===== src/cpuPkg.sv =====
`default_nettype none

package cpuPkg;

    typedef logic [15:0] word_t;   // data, address and instruction word
    typedef logic [1:0]  regIdx_t; // one of four registers
    typedef logic [3:0]  opcode_t;

    // opcodes, instr[15:12]
    localparam opcode_t opBne = 4'd0;
    localparam opcode_t opBeq = 4'd1;
    localparam opcode_t opAdi = 4'd4;
    localparam opcode_t opLwd = 4'd7;
    localparam opcode_t opSwd = 4'd8;
    localparam opcode_t opJmp = 4'd9;
    localparam opcode_t opR   = 4'd15;

    // R-type func field, instr[5:0]
    localparam logic [5:0] fnAdd = 6'd0;
    localparam logic [5:0] fnSub = 6'd1;
    localparam logic [5:0] fnAnd = 6'd2;
    localparam logic [5:0] fnOrr = 6'd3;
    localparam logic [5:0] fnWwd = 6'd28;
    localparam logic [5:0] fnHlt = 6'd29;

    typedef enum logic [1:0] {
        aluAdd,
        aluSub,
        aluAnd,
        aluOr
    } aluOp_e;

    // next PC source decided in ID
    typedef enum logic [1:0] {
        pcNext,
        pcBranch, // taken only if the compare agrees
        pcJump
    } pcSel_e;

    typedef enum logic [1:0] {
        fwdNone,
        fwdExMem,
        fwdMemWb
    } fwdSel_e;

endpackage

`default_nettype wire


===== src/controlUnit.sv =====
`timescale 1ns/1ps
`default_nettype none

module controlUnit import cpuPkg::*; (
    input  word_t  idInstr,
    output pcSel_e pcSel,
    output logic   regWrite,
    output logic   aluSrcImm,
    output aluOp_e aluOp,
    output logic   memRead,
    output logic   memWrite,
    output logic   memToReg,
    output logic   isBranch,
    output logic   isWwd,
    output logic   isHalt
);

    opcode_t    opcode;
    logic [5:0] func;

    assign opcode = idInstr[15:12];
    assign func   = idInstr[5:0];

    always_comb begin
        // anything not listed below falls through as a nop
        pcSel     = pcNext;
        regWrite  = 1'b0;
        aluSrcImm = 1'b0;
        aluOp     = aluAdd;
        memRead   = 1'b0;
        memWrite  = 1'b0;
        memToReg  = 1'b0;
        isBranch  = 1'b0;
        isWwd     = 1'b0;
        isHalt    = 1'b0;
        case (opcode)
            opR: begin
                case (func)
                    fnAdd: regWrite = 1'b1;
                    fnSub: begin
                        regWrite = 1'b1;
                        aluOp    = aluSub;
                    end
                    fnAnd: begin
                        regWrite = 1'b1;
                        aluOp    = aluAnd;
                    end
                    fnOrr: begin
                        regWrite = 1'b1;
                        aluOp    = aluOr;
                    end
                    fnWwd: isWwd  = 1'b1; // rs value rides down to WB
                    fnHlt: isHalt = 1'b1;
                    default: ;
                endcase
            end
            opAdi: begin
                regWrite  = 1'b1;
                aluSrcImm = 1'b1;
            end
            opLwd: begin
                regWrite  = 1'b1;
                aluSrcImm = 1'b1; // address is rs + imm
                memRead   = 1'b1;
                memToReg  = 1'b1;
            end
            opSwd: begin
                aluSrcImm = 1'b1;
                memWrite  = 1'b1;
            end
            opBne, opBeq: begin
                isBranch = 1'b1;
                pcSel    = pcBranch;
            end
            opJmp: pcSel = pcJump;
            default: ;
        endcase
    end

endmodule

`default_nettype wire


===== src/registerFile.sv =====
`timescale 1ns/1ps
`default_nettype none

module registerFile import cpuPkg::*; (
    input  logic    clk,
    input  logic    reset,
    input  regIdx_t rs,
    input  regIdx_t rt,
    input  regIdx_t wAddr,
    input  word_t   wData,
    input  logic    wEnable,
    output word_t   rData1,
    output word_t   rData2
);

    word_t regs [4];

    always_ff @(posedge clk) begin
        if (reset) begin
            for (int i = 0; i < 4; i++) begin
                regs[i] <= '0;
            end
        end else if (wEnable) begin
            regs[wAddr] <= wData;
        end
    end

    // write-through, so a reader in ID sees the WB value in the same cycle
    assign rData1 = (wEnable && wAddr == rs) ? wData : regs[rs];
    assign rData2 = (wEnable && wAddr == rt) ? wData : regs[rt];

endmodule

`default_nettype wire


===== src/aluUnit.sv =====
`timescale 1ns/1ps
`default_nettype none

module aluUnit import cpuPkg::*; (
    input  word_t  a,
    input  word_t  b,
    input  aluOp_e op,
    output word_t  result
);

    always_comb begin
        case (op)
            aluAdd:  result = a + b; // wraps at 16 bits
            aluSub:  result = a - b;
            aluAnd:  result = a & b;
            aluOr:   result = a | b;
            default: result = a + b;
        endcase
    end

endmodule

`default_nettype wire


===== src/hazardUnit.sv =====
`timescale 1ns/1ps
`default_nettype none

module hazardUnit import cpuPkg::*; (
    input  regIdx_t idRs,
    input  regIdx_t idRt,
    input  regIdx_t exRs,
    input  regIdx_t exRt,
    input  regIdx_t exRd,
    input  regIdx_t memRd,
    input  regIdx_t wbRd,
    input  logic    exRegWrite,
    input  logic    exMemRead,
    input  logic    memRegWrite,
    input  logic    wbRegWrite,
    input  logic    branchTaken,
    input  pcSel_e  pcSel,
    output fwdSel_e idFwdA,
    output fwdSel_e idFwdB,
    output fwdSel_e exFwdA,
    output fwdSel_e exFwdB,
    output logic    stall,
    output logic    flush
);

    logic exHitsId;
    logic loadUse;
    logic branchUse;

    function automatic logic hits(regIdx_t src, regIdx_t dst, logic dstWrite);
        return dstWrite && (src == dst);
    endfunction

    // EX/MEM is younger, so it wins over MEM/WB
    assign idFwdA = hits(idRs, memRd, memRegWrite) ? fwdExMem :
                    hits(idRs, wbRd, wbRegWrite)   ? fwdMemWb : fwdNone;
    assign idFwdB = hits(idRt, memRd, memRegWrite) ? fwdExMem :
                    hits(idRt, wbRd, wbRegWrite)   ? fwdMemWb : fwdNone;
    assign exFwdA = hits(exRs, memRd, memRegWrite) ? fwdExMem :
                    hits(exRs, wbRd, wbRegWrite)   ? fwdMemWb : fwdNone;
    assign exFwdB = hits(exRt, memRd, memRegWrite) ? fwdExMem :
                    hits(exRt, wbRd, wbRegWrite)   ? fwdMemWb : fwdNone;

    // ID fields are matched whether or not the instruction reads them
    assign exHitsId = (exRd == idRs) || (exRd == idRt);

    assign loadUse   = exMemRead && exHitsId;
    // branch compares in ID, so an EX result is one cycle too late
    assign branchUse = (pcSel == pcBranch) && exRegWrite && exHitsId;

    assign stall = loadUse || branchUse;
    assign flush = !stall && (branchTaken || pcSel == pcJump);

endmodule

`default_nettype wire


===== src/datapath.sv =====
`timescale 1ns/1ps
`default_nettype none

module datapath import cpuPkg::*; (
    input  logic    clk,
    input  logic    reset,
    input  word_t   instr,
    input  word_t   dmemRdata,
    input  pcSel_e  pcSel,
    input  logic    regWrite,
    input  logic    aluSrcImm,
    input  aluOp_e  aluOp,
    input  logic    memRead,
    input  logic    memWrite,
    input  logic    memToReg,
    input  logic    isBranch,
    input  logic    isWwd,
    input  logic    isHalt,
    input  fwdSel_e idFwdA,
    input  fwdSel_e idFwdB,
    input  fwdSel_e exFwdA,
    input  fwdSel_e exFwdB,
    input  logic    stall,
    input  logic    flush,
    output logic    imemRead,
    output word_t   imemAddr,
    output logic    dmemRead,
    output logic    dmemWrite,
    output word_t   dmemAddr,
    output word_t   dmemWdata,
    output word_t   idInstr,
    output regIdx_t idRs,
    output regIdx_t idRt,
    output regIdx_t exRs,
    output regIdx_t exRt,
    output regIdx_t exRd,
    output regIdx_t memRd,
    output regIdx_t wbRd,
    output logic    exRegWrite,
    output logic    exMemRead,
    output logic    memRegWrite,
    output logic    wbRegWrite,
    output logic    branchTaken,
    output word_t   outputPort,
    output logic    outputValid,
    output word_t   numInst,
    output logic    isHalted
);

    localparam word_t nopInstr = {4'd2, 12'd0}; // opcode 2 is unassigned

    word_t   pc, idPc, ifIdInstr;
    logic    idValid, fetchStop;
    word_t   idImm, rfData1, rfData2, idOpA, idOpB;
    word_t   branchTarget, jumpTarget, redirect;
    regIdx_t idDest;

    logic    exValid, exMemWrite, exMemToReg, exAluSrcImm, exIsWwd, exIsHalt;
    aluOp_e  exAluOp;
    word_t   exRsVal, exRtVal, exImm, exOpA, exOpB, aluB, aluResult;

    logic    memValid, memMemRead, memMemWrite, memMemToReg, memIsWwd, memIsHalt;
    word_t   memAluResult, memStoreData, memRsVal, memValue;

    logic    wbValid, wbMemToReg, wbIsWwd, wbIsHalt;
    word_t   wbAluResult, wbMemData, wbRsVal, wbValue, lastOutput;

    function automatic word_t fwdMux(fwdSel_e sel, word_t base, word_t fromMem,
                                     word_t fromWb);
        case (sel)
            fwdExMem: return fromMem;
            fwdMemWb: return fromWb;
            default:  return base;
        endcase
    endfunction

    // IF
    assign imemRead = !fetchStop;
    assign imemAddr = pc;

    always_ff @(posedge clk) begin
        if (reset) begin
            pc        <= '0;
            idValid   <= 1'b0;
            fetchStop <= 1'b0;
        end else begin
            if (!stall && !fetchStop) pc <= flush ? redirect : pc + 16'd1;
            if (!stall) idValid <= imemRead && !flush && !isHalt; // kill the slot after HLT
            if (isHalt) fetchStop <= 1'b1;
        end
    end

    always_ff @(posedge clk) begin
        if (!stall) begin
            ifIdInstr <= instr;
            idPc      <= pc;
        end
    end

    // ID
    assign idInstr = idValid ? ifIdInstr : nopInstr;
    assign idRs    = idInstr[11:10];
    assign idRt    = idInstr[9:8];
    assign idDest  = aluSrcImm ? idInstr[9:8] : idInstr[7:6]; // I-type writes rt
    assign idImm   = {{8{idInstr[7]}}, idInstr[7:0]};

    registerFile regFile (
        .clk(clk),
        .reset(reset),
        .rs(idRs),
        .rt(idRt),
        .wAddr(wbRd),
        .wData(wbValue),
        .wEnable(wbRegWrite),
        .rData1(rfData1),
        .rData2(rfData2)
    );

    assign idOpA = fwdMux(idFwdA, rfData1, memValue, wbValue);
    assign idOpB = fwdMux(idFwdB, rfData2, memValue, wbValue);

    // BEQ wants equal, BNE wants different
    assign branchTaken  = isBranch && ((idOpA == idOpB) == (idInstr[15:12] == opBeq));
    assign branchTarget = idPc + 16'd1 + idImm;
    assign jumpTarget   = {idPc[15:12], idInstr[11:0]};
    assign redirect     = (pcSel == pcJump) ? jumpTarget : branchTarget;

    always_ff @(posedge clk) begin
        if (reset || stall) begin // a stall leaves a bubble in EX
            exValid    <= 1'b0;
            exRegWrite <= 1'b0;
            exMemRead  <= 1'b0;
            exMemWrite <= 1'b0;
            exMemToReg <= 1'b0;
            exIsWwd    <= 1'b0;
            exIsHalt   <= 1'b0;
        end else begin
            exValid    <= idValid;
            exRegWrite <= regWrite;
            exMemRead  <= memRead;
            exMemWrite <= memWrite;
            exMemToReg <= memToReg;
            exIsWwd    <= isWwd;
            exIsHalt   <= isHalt;
        end
    end

    always_ff @(posedge clk) begin
        exRs        <= idRs;
        exRt        <= idRt;
        exRd        <= idDest;
        exRsVal     <= idOpA;
        exRtVal     <= idOpB;
        exImm       <= idImm;
        exAluSrcImm <= aluSrcImm;
        exAluOp     <= aluOp;
    end

    // EX
    assign exOpA = fwdMux(exFwdA, exRsVal, memValue, wbValue);
    assign exOpB = fwdMux(exFwdB, exRtVal, memValue, wbValue); // also the store data
    assign aluB  = exAluSrcImm ? exImm : exOpB;

    aluUnit alu (
        .a(exOpA),
        .b(aluB),
        .op(exAluOp),
        .result(aluResult)
    );

    always_ff @(posedge clk) begin
        if (reset) begin
            memValid    <= 1'b0;
            memRegWrite <= 1'b0;
            memMemRead  <= 1'b0;
            memMemWrite <= 1'b0;
            memMemToReg <= 1'b0;
            memIsWwd    <= 1'b0;
            memIsHalt   <= 1'b0;
        end else begin
            memValid    <= exValid;
            memRegWrite <= exRegWrite;
            memMemRead  <= exMemRead;
            memMemWrite <= exMemWrite;
            memMemToReg <= exMemToReg;
            memIsWwd    <= exIsWwd;
            memIsHalt   <= exIsHalt;
        end
    end

    always_ff @(posedge clk) begin
        memRd        <= exRd;
        memAluResult <= aluResult;
        memStoreData <= exOpB;
        memRsVal     <= exOpA;
    end

    // MEM, memory answers in the same cycle
    assign dmemRead  = memMemRead;
    assign dmemWrite = memMemWrite;
    assign dmemAddr  = memAluResult;
    assign dmemWdata = memStoreData;
    assign memValue  = memMemToReg ? dmemRdata : memAluResult; // load data forwards too

    always_ff @(posedge clk) begin
        if (reset) begin
            wbValid    <= 1'b0;
            wbRegWrite <= 1'b0;
            wbMemToReg <= 1'b0;
            wbIsWwd    <= 1'b0;
            wbIsHalt   <= 1'b0;
        end else begin
            wbValid    <= memValid;
            wbRegWrite <= memRegWrite;
            wbMemToReg <= memMemToReg;
            wbIsWwd    <= memIsWwd;
            wbIsHalt   <= memIsHalt;
        end
    end

    always_ff @(posedge clk) begin
        wbRd        <= memRd;
        wbAluResult <= memAluResult;
        wbMemData   <= dmemRdata;
        wbRsVal     <= memRsVal;
    end

    // WB
    assign wbValue     = wbMemToReg ? wbMemData : wbAluResult;
    assign outputValid = wbValid && wbIsWwd;
    assign outputPort  = outputValid ? wbRsVal : lastOutput;

    always_ff @(posedge clk) begin
        if (reset) begin
            numInst    <= '0;
            isHalted   <= 1'b0;
            lastOutput <= '0;
        end else begin
            if (wbValid) numInst <= numInst + 16'd1; // bubbles never count
            if (wbValid && wbIsHalt) isHalted <= 1'b1;
            if (outputValid) lastOutput <= wbRsVal;
        end
    end

endmodule

`default_nettype wire


===== src/cpuTop.sv =====
`timescale 1ns/1ps
`default_nettype none

module cpuTop import cpuPkg::*; (
    input  logic  clk,
    input  logic  reset,
    output logic  imemRead,
    output word_t imemAddr,
    input  word_t instr,
    output logic  dmemRead,
    output logic  dmemWrite,
    output word_t dmemAddr,
    output word_t dmemWdata,
    input  word_t dmemRdata,
    output word_t outputPort,
    output logic  outputValid,
    output word_t numInst,
    output logic  isHalted
);

    // decode levels for the instruction in ID
    pcSel_e  pcSel;
    aluOp_e  aluOp;
    logic    regWrite, aluSrcImm, memRead, memWrite, memToReg;
    logic    isBranch, isWwd, isHalt;

    // hazard and forwarding
    word_t   idInstr;
    regIdx_t idRs, idRt, exRs, exRt, exRd, memRd, wbRd;
    logic    exRegWrite, exMemRead, memRegWrite, wbRegWrite, branchTaken;
    fwdSel_e idFwdA, idFwdB, exFwdA, exFwdB;
    logic    stall, flush;

    datapath dpath (.*);

    controlUnit ctrl (.*);

    hazardUnit hazard (.*);

endmodule

`default_nettype wire


===== config.mk =====
export PLATFORM = sky130hd
export DESIGN_NAME = cpuTop
export DESIGN_NICKNAME = d
export VERILOG_FILES = /design/src/cpuPkg.sv /design/src/controlUnit.sv /design/src/registerFile.sv /design/src/aluUnit.sv /design/src/hazardUnit.sv /design/src/datapath.sv /design/src/cpuTop.sv
export SDC_FILE = /design/constraint.sdc
export NUM_CORES = 1
export LEC_CHECK = 0
export CAP_MARGIN = 20
export CELL_PAD_IN_SITES_DETAIL_PLACEMENT = 0
export CELL_PAD_IN_SITES_GLOBAL_PLACEMENT = 1
export CORE_MARGIN = 8
export CORE_UTILIZATION = 50
export CTS_CLUSTER_SIZE = 30
export DETAILED_ROUTE_END_ITERATION = 16
export DONT_BUFFER_PORTS = 1
export PLACE_DENSITY = 0.89
export SLEW_MARGIN = 10
export SYNTH_ARGS = -nofsm -noshare
export SYNTH_HDL_FRONTEND = slang
export SYNTH_SLANG_ARGS = --single-unit

===== constraint.sdc =====
create_clock -name clk -period 6.3 [get_ports clk]
set_clock_uncertainty 0.15 [all_clocks]
set_input_delay 0.63 -clock clk [delete_from_list [all_inputs] [get_ports clk]]
set_output_delay 0.63 -clock clk [all_outputs]
set_load 0.02 [all_outputs]

==> implementation parameters <==
Parameter                              Value

Floorplanning
  Width of the die    ~190 um
  Die Span Y    about 190 um
  Effective utilization at floorplan    51.0%
  Standard-cell row count    64
  Number of top-level pins    around 120
  Total Die Area    ~0.037 mm^2
  Area of the core    0.0307 mm^2

Global route
  Global-route total usage across every layer    a little under a quarter
  Met1 routing resource usage after global routing    31.1%
  Global-route wire length before repair    69.5 mm
  Overall overflow remaining after global route    0
  Met2 demand-to-capacity share in global routing    38.4%
  Initial antenna violation count    0
  Number of global-route vias before repair    between 10000 and 15000
  Highest-utilization routing layer at the global route stage    met2
  M3 GR Usage    3.58%
  Maximum number of pins on one net before global-route repair    88

Clock network
  Maximum count of clock buffers along a single path    3
  Quantity of gates resized following cts    0
  CTS tree    yes
  Worst skew pair latency    approximately 500 ps
  Clock H-tree levels    2
  Number of clock buffers inserted by TritonCTS    34
  Worst-path clk slew    roughly 60 ps
  Cell at the root of the clock tree    sky130_fd_sc_hd__clkbuf_16
  Hold Buf Count CTS    16
  Number of setup buffers added after CTS    0
  Clk sink count    between 300 and 400

Critical path
  CP required    6600 ps
  Flop-to-flop setup slack    ~750 ps
  Kind of critical path    register to register
  Critical register-to-register path endpoint    dpath.dmemAddr[14]
  Critical Path Fanout Max    13
  Sort of element at the start of the critical path    register
  Beginning of the worst register-to-register path    dpath.wbRd[0]
  R2R cell count    18
  Crit path DAT    roughly 5900 ps
  Worst setup path startpoint    dpath.wbRd[0]
  Endpoint class of the critical path    register

Logic synthesis
  Top cell type by total area after synthesis    sky130_fd_sc_hd__dfxtp_1
  Combinational family with the most area after synthesis    simple AND/OR/NAND/NOR gates
  Synth top area share    27.8%
  Post-synthesis area per instance    between 9 and 10 um^2
  Synthesized Nets    between 1500 and 2000
  Simple-gate share of the synthesized area    roughly 18%
  Commonest cells post-synth    217 x sky130_fd_sc_hd__dfxtp_1, 155 x sky130_fd_sc_hd__nor2_1, 96 x sky130_fd_sc_hd__edfxtp_1, 96 x sky130_fd_sc_hd__nand2_1, 96 x sky130_fd_sc_hd__o21ai_0
  Post-synthesis share of cell area spent on full adders, half adders and majority gates    under 10%
  Number of warnings reported in the yosys synthesis log    0
  Fraction of the yosys area taken by sequential cells    46.2%
  Prevailing post-synth register cell    sky130_fd_sc_hd__dfxtp_1
  Mux cell area share after synthesis    between 7 and 8%
  Fraction of registers with async set/reset    0%
  EDFF count, synth    96
  Largest cells by area after synthesis    sky130_fd_sc_hd__dfxtp_1 28%, sky130_fd_sc_hd__edfxtp_1 18%, sky130_fd_sc_hd__mux2i_1 4.4%
  Compound-gate portion of the synthesized area    between 15 and 20%
  Post-synthesis share of cell area spent on xor and xnor gates    3.70%
  Library cell with the highest instance count after synthesis    sky130_fd_sc_hd__dfxtp_1
  Unique cell type count in the Yosys netlist    77
  Synthesized instance count    1613
  Post-synthesis sequential element count    about 310
  Mapped Area    0.0156 mm^2

Cells and area
  Number of antenna diodes    0
  Multi-input logic area    a little under 0.008 mm^2
  FILL cells    2647
  Nets    approximately 1700
  Fraction of layout cells with a size suffix above 1    under 10%
  Flip-flop count of the largest register after layout    64
  Layout Area Growth over Synthesis    10.0%
  Post-layout instance area    0.0172 mm^2
  Area occupied by registers    around 0.0072 mm^2
  Largest register by flop count    dpath.regFile.regs

Run
  Total of max-cap violations    0

Outcome
  Status    finished, final reports clean

Place
  Final Wtd Congestion    0.906
  Count of buffers from port buffering    0
  DPL Wire Length    31.3 mm
  Dpl cell area    approximately 0.016 mm^2

Routing
  Number of detailed-routing iterations run before antenna repair    6
  Detailed-route wire length per cell    approximately 22 um
  Number of routed nets with antenna violations    0
  Total vias in the final route    between 10000 and 15000
  Final WL    44.8 mm
  DRC violation count after routing    0
  Count of routing violations after the opening detailed-route iteration    approximately 1100
  Per-cell via count in the routed design    6.31

Hold path
  Hold WC Path Type    input port to register
  Capture endpoint of the worst hold path    dpath.wbRegWrite
  Hold wc startpoint    reset
  Cell depth of the worst min-delay path    1

Timing
  Tightest slew margin relative to the limit    about 30%
  Total negative slack    0 ps
  Final Hold Vio Count    0
  Fraction of the cycle the final worst path needs    around nine tenths
  Setup violations, final    0
  Worst Max-Slew Pin Slew    approximately 1100 ps
  Setup repair after global routing missed its margin    false
  Number of max-slew violations in the final report    0
  Timing-limited maximum frequency    approximately 180 MHz
  Shortest period the worst path allows    5550 ps

Power and ir drop
  Pwr/cell area    325 mW/mm^2
  IR drop worst, VDD    around 0.21 mV
  Leakage power of the design    0.00667 uW
[worst max-delay path, stage by stage, from the launching register on]
cell and delay (ps):
sky130_fd_sc_hd__dfxtp_1 450, sky130_fd_sc_hd__xnor2_1 870, sky130_fd_sc_hd__a31oi_1 220, sky130_fd_sc_hd__o31ai_1 490, sky130_fd_sc_hd__mux2i_1 250, sky130_fd_sc_hd__ha_1 340, sky130_fd_sc_hd__a21oi_1 100, sky130_fd_sc_hd__fa_1 480
sky130_fd_sc_hd__a21o_1 190, sky130_fd_sc_hd__a21oi_1 250, sky130_fd_sc_hd__o21bai_1 100, sky130_fd_sc_hd__a21oi_1 230, sky130_fd_sc_hd__o21bai_1 100, sky130_fd_sc_hd__a21oi_1 280, sky130_fd_sc_hd__o21ai_0 140, sky130_fd_sc_hd__a31o_2 260
sky130_fd_sc_hd__a31oi_1 180, sky130_fd_sc_hd__mux2_2 350, sky130_fd_sc_hd__nand2_1 50
[cells in the final DEF, fill, tap and decap left out, types with 8 or more instances in the layout]
cell	count
sky130_fd_sc_hd__dfxtp_1	217
sky130_fd_sc_hd__nor2_1	155
sky130_fd_sc_hd__nand2_1	96
sky130_fd_sc_hd__o21ai_0	96
sky130_fd_sc_hd__edfxtp_1	96
sky130_fd_sc_hd__a21oi_1	75
sky130_fd_sc_hd__mux2i_1	68
sky130_fd_sc_hd__nand3_1	48
sky130_fd_sc_hd__mux2_2	44
sky130_fd_sc_hd__inv_1	42
sky130_fd_sc_hd__o211ai_1	36
sky130_fd_sc_hd__nor2b_1	36
sky130_fd_sc_hd__clkbuf_16	36
sky130_fd_sc_hd__xnor2_1	35
sky130_fd_sc_hd__ha_1	35
sky130_fd_sc_hd__xor2_1	31
sky130_fd_sc_hd__nand4_1	31
sky130_fd_sc_hd__o221ai_1	29
sky130_fd_sc_hd__buf_4	29
sky130_fd_sc_hd__and2_1	25
sky130_fd_sc_hd__and3_1	22
sky130_fd_sc_hd__nand2b_1	20
sky130_fd_sc_hd__o22ai_1	20
sky130_fd_sc_hd__or3_1	18
sky130_fd_sc_hd__nor4bb_1	17
sky130_fd_sc_hd__dlygate4sd3_1	16
sky130_fd_sc_hd__a31oi_1	14
sky130_fd_sc_hd__a221oi_1	14
sky130_fd_sc_hd__nor3_1	13
sky130_fd_sc_hd__o21a_1	13
sky130_fd_sc_hd__o21bai_1	13
sky130_fd_sc_hd__a22oi_1	13
sky130_fd_sc_hd__clkbuf_1	13
sky130_fd_sc_hd__maj3_1	12
sky130_fd_sc_hd__a211o_1	12
sky130_fd_sc_hd__nor4_1	8
sky130_fd_sc_hd__o31ai_1	8
sky130_fd_sc_hd__a21o_1	8
sky130_fd_sc_hd__a22o_1	8
[routing by layer]
layer  wire length, um  up-vias  part of all wire (%)
li1                  -     5929                     -
met4              1460        0                   3.3
met3              3450      104                   7.7
met5                 0        -                     0
met1             18700     6125                    42
met2             21200      562                    47
[cells by family (layout without fill, tap and decap cells)]
logic type               Yosys count  after routing
buffers and inverters            145            152
XOR/XNOR                          66             66
multiplexers                     112            112
AND/OR/NAND/NOR                  531            531
AO/OA/AOI/OAI                    397            397
adder cells (fa/ha/maj)           49             49
flip-flops                       313            313
[worst max path at each step]
| stage | to | cells past startpoint |
|---|---|---|
| 2_1_floorplan | dpath.dmemAddr[14] | 21 |
| 3_3_place_gp | dpath.dmemAddr[14] | 19 |
| 3_5_place_dp | dpath.dmemAddr[14] | 19 |
| 4_1_cts | dpath.dmemAddr[14] | 18 |
| 5_1_grt | dpath.dmemAddr[15] | 18 |
| 6_report | dpath.dmemAddr[14] | 18 |
[per-stage QoR]
step | cells | setup WS, ps | hold WS, ps | utilization [%] | power (uW)
2_1_floorplan | 1613 | 1640 | 160 | - | 3220
3_3_place_gp | 1938 | 1260 | 161 | 51.9 | 3560
3_5_place_dp | 1938 | 1010 | 164 | 51.9 | 3580
4_1_cts | 2015 | 966 | 35.2 | 56.0 | 5590
5_1_grt | 2016 | 534 | 33.0 | 56.1 | 5800
6_report | 2016 | 746 | 51.8 | 56.1 | 5590
[power by group]
part,internal (uW),total (uW),switching [uW]
combinational,376,1030,650
sequential,2290,2550,256
clock,1210,2010,798
total,3880,5590,1700
[final cells by class]
| cell class | instances | area share [%] |
|---|---|---|
| sequential | 313 | 42.0 |
| tap | 396 | 2.88 |
| inverter | 45 | 0.982 |
| clock inverter | 9 | 0.735 |
| timing repair buffer | 46 | 2.27 |
| multi-input combinational | 1155 | 45.3 |
| clock buffer | 52 | 5.76 |
Note: power is estimated with default switching activity, not from simulation.
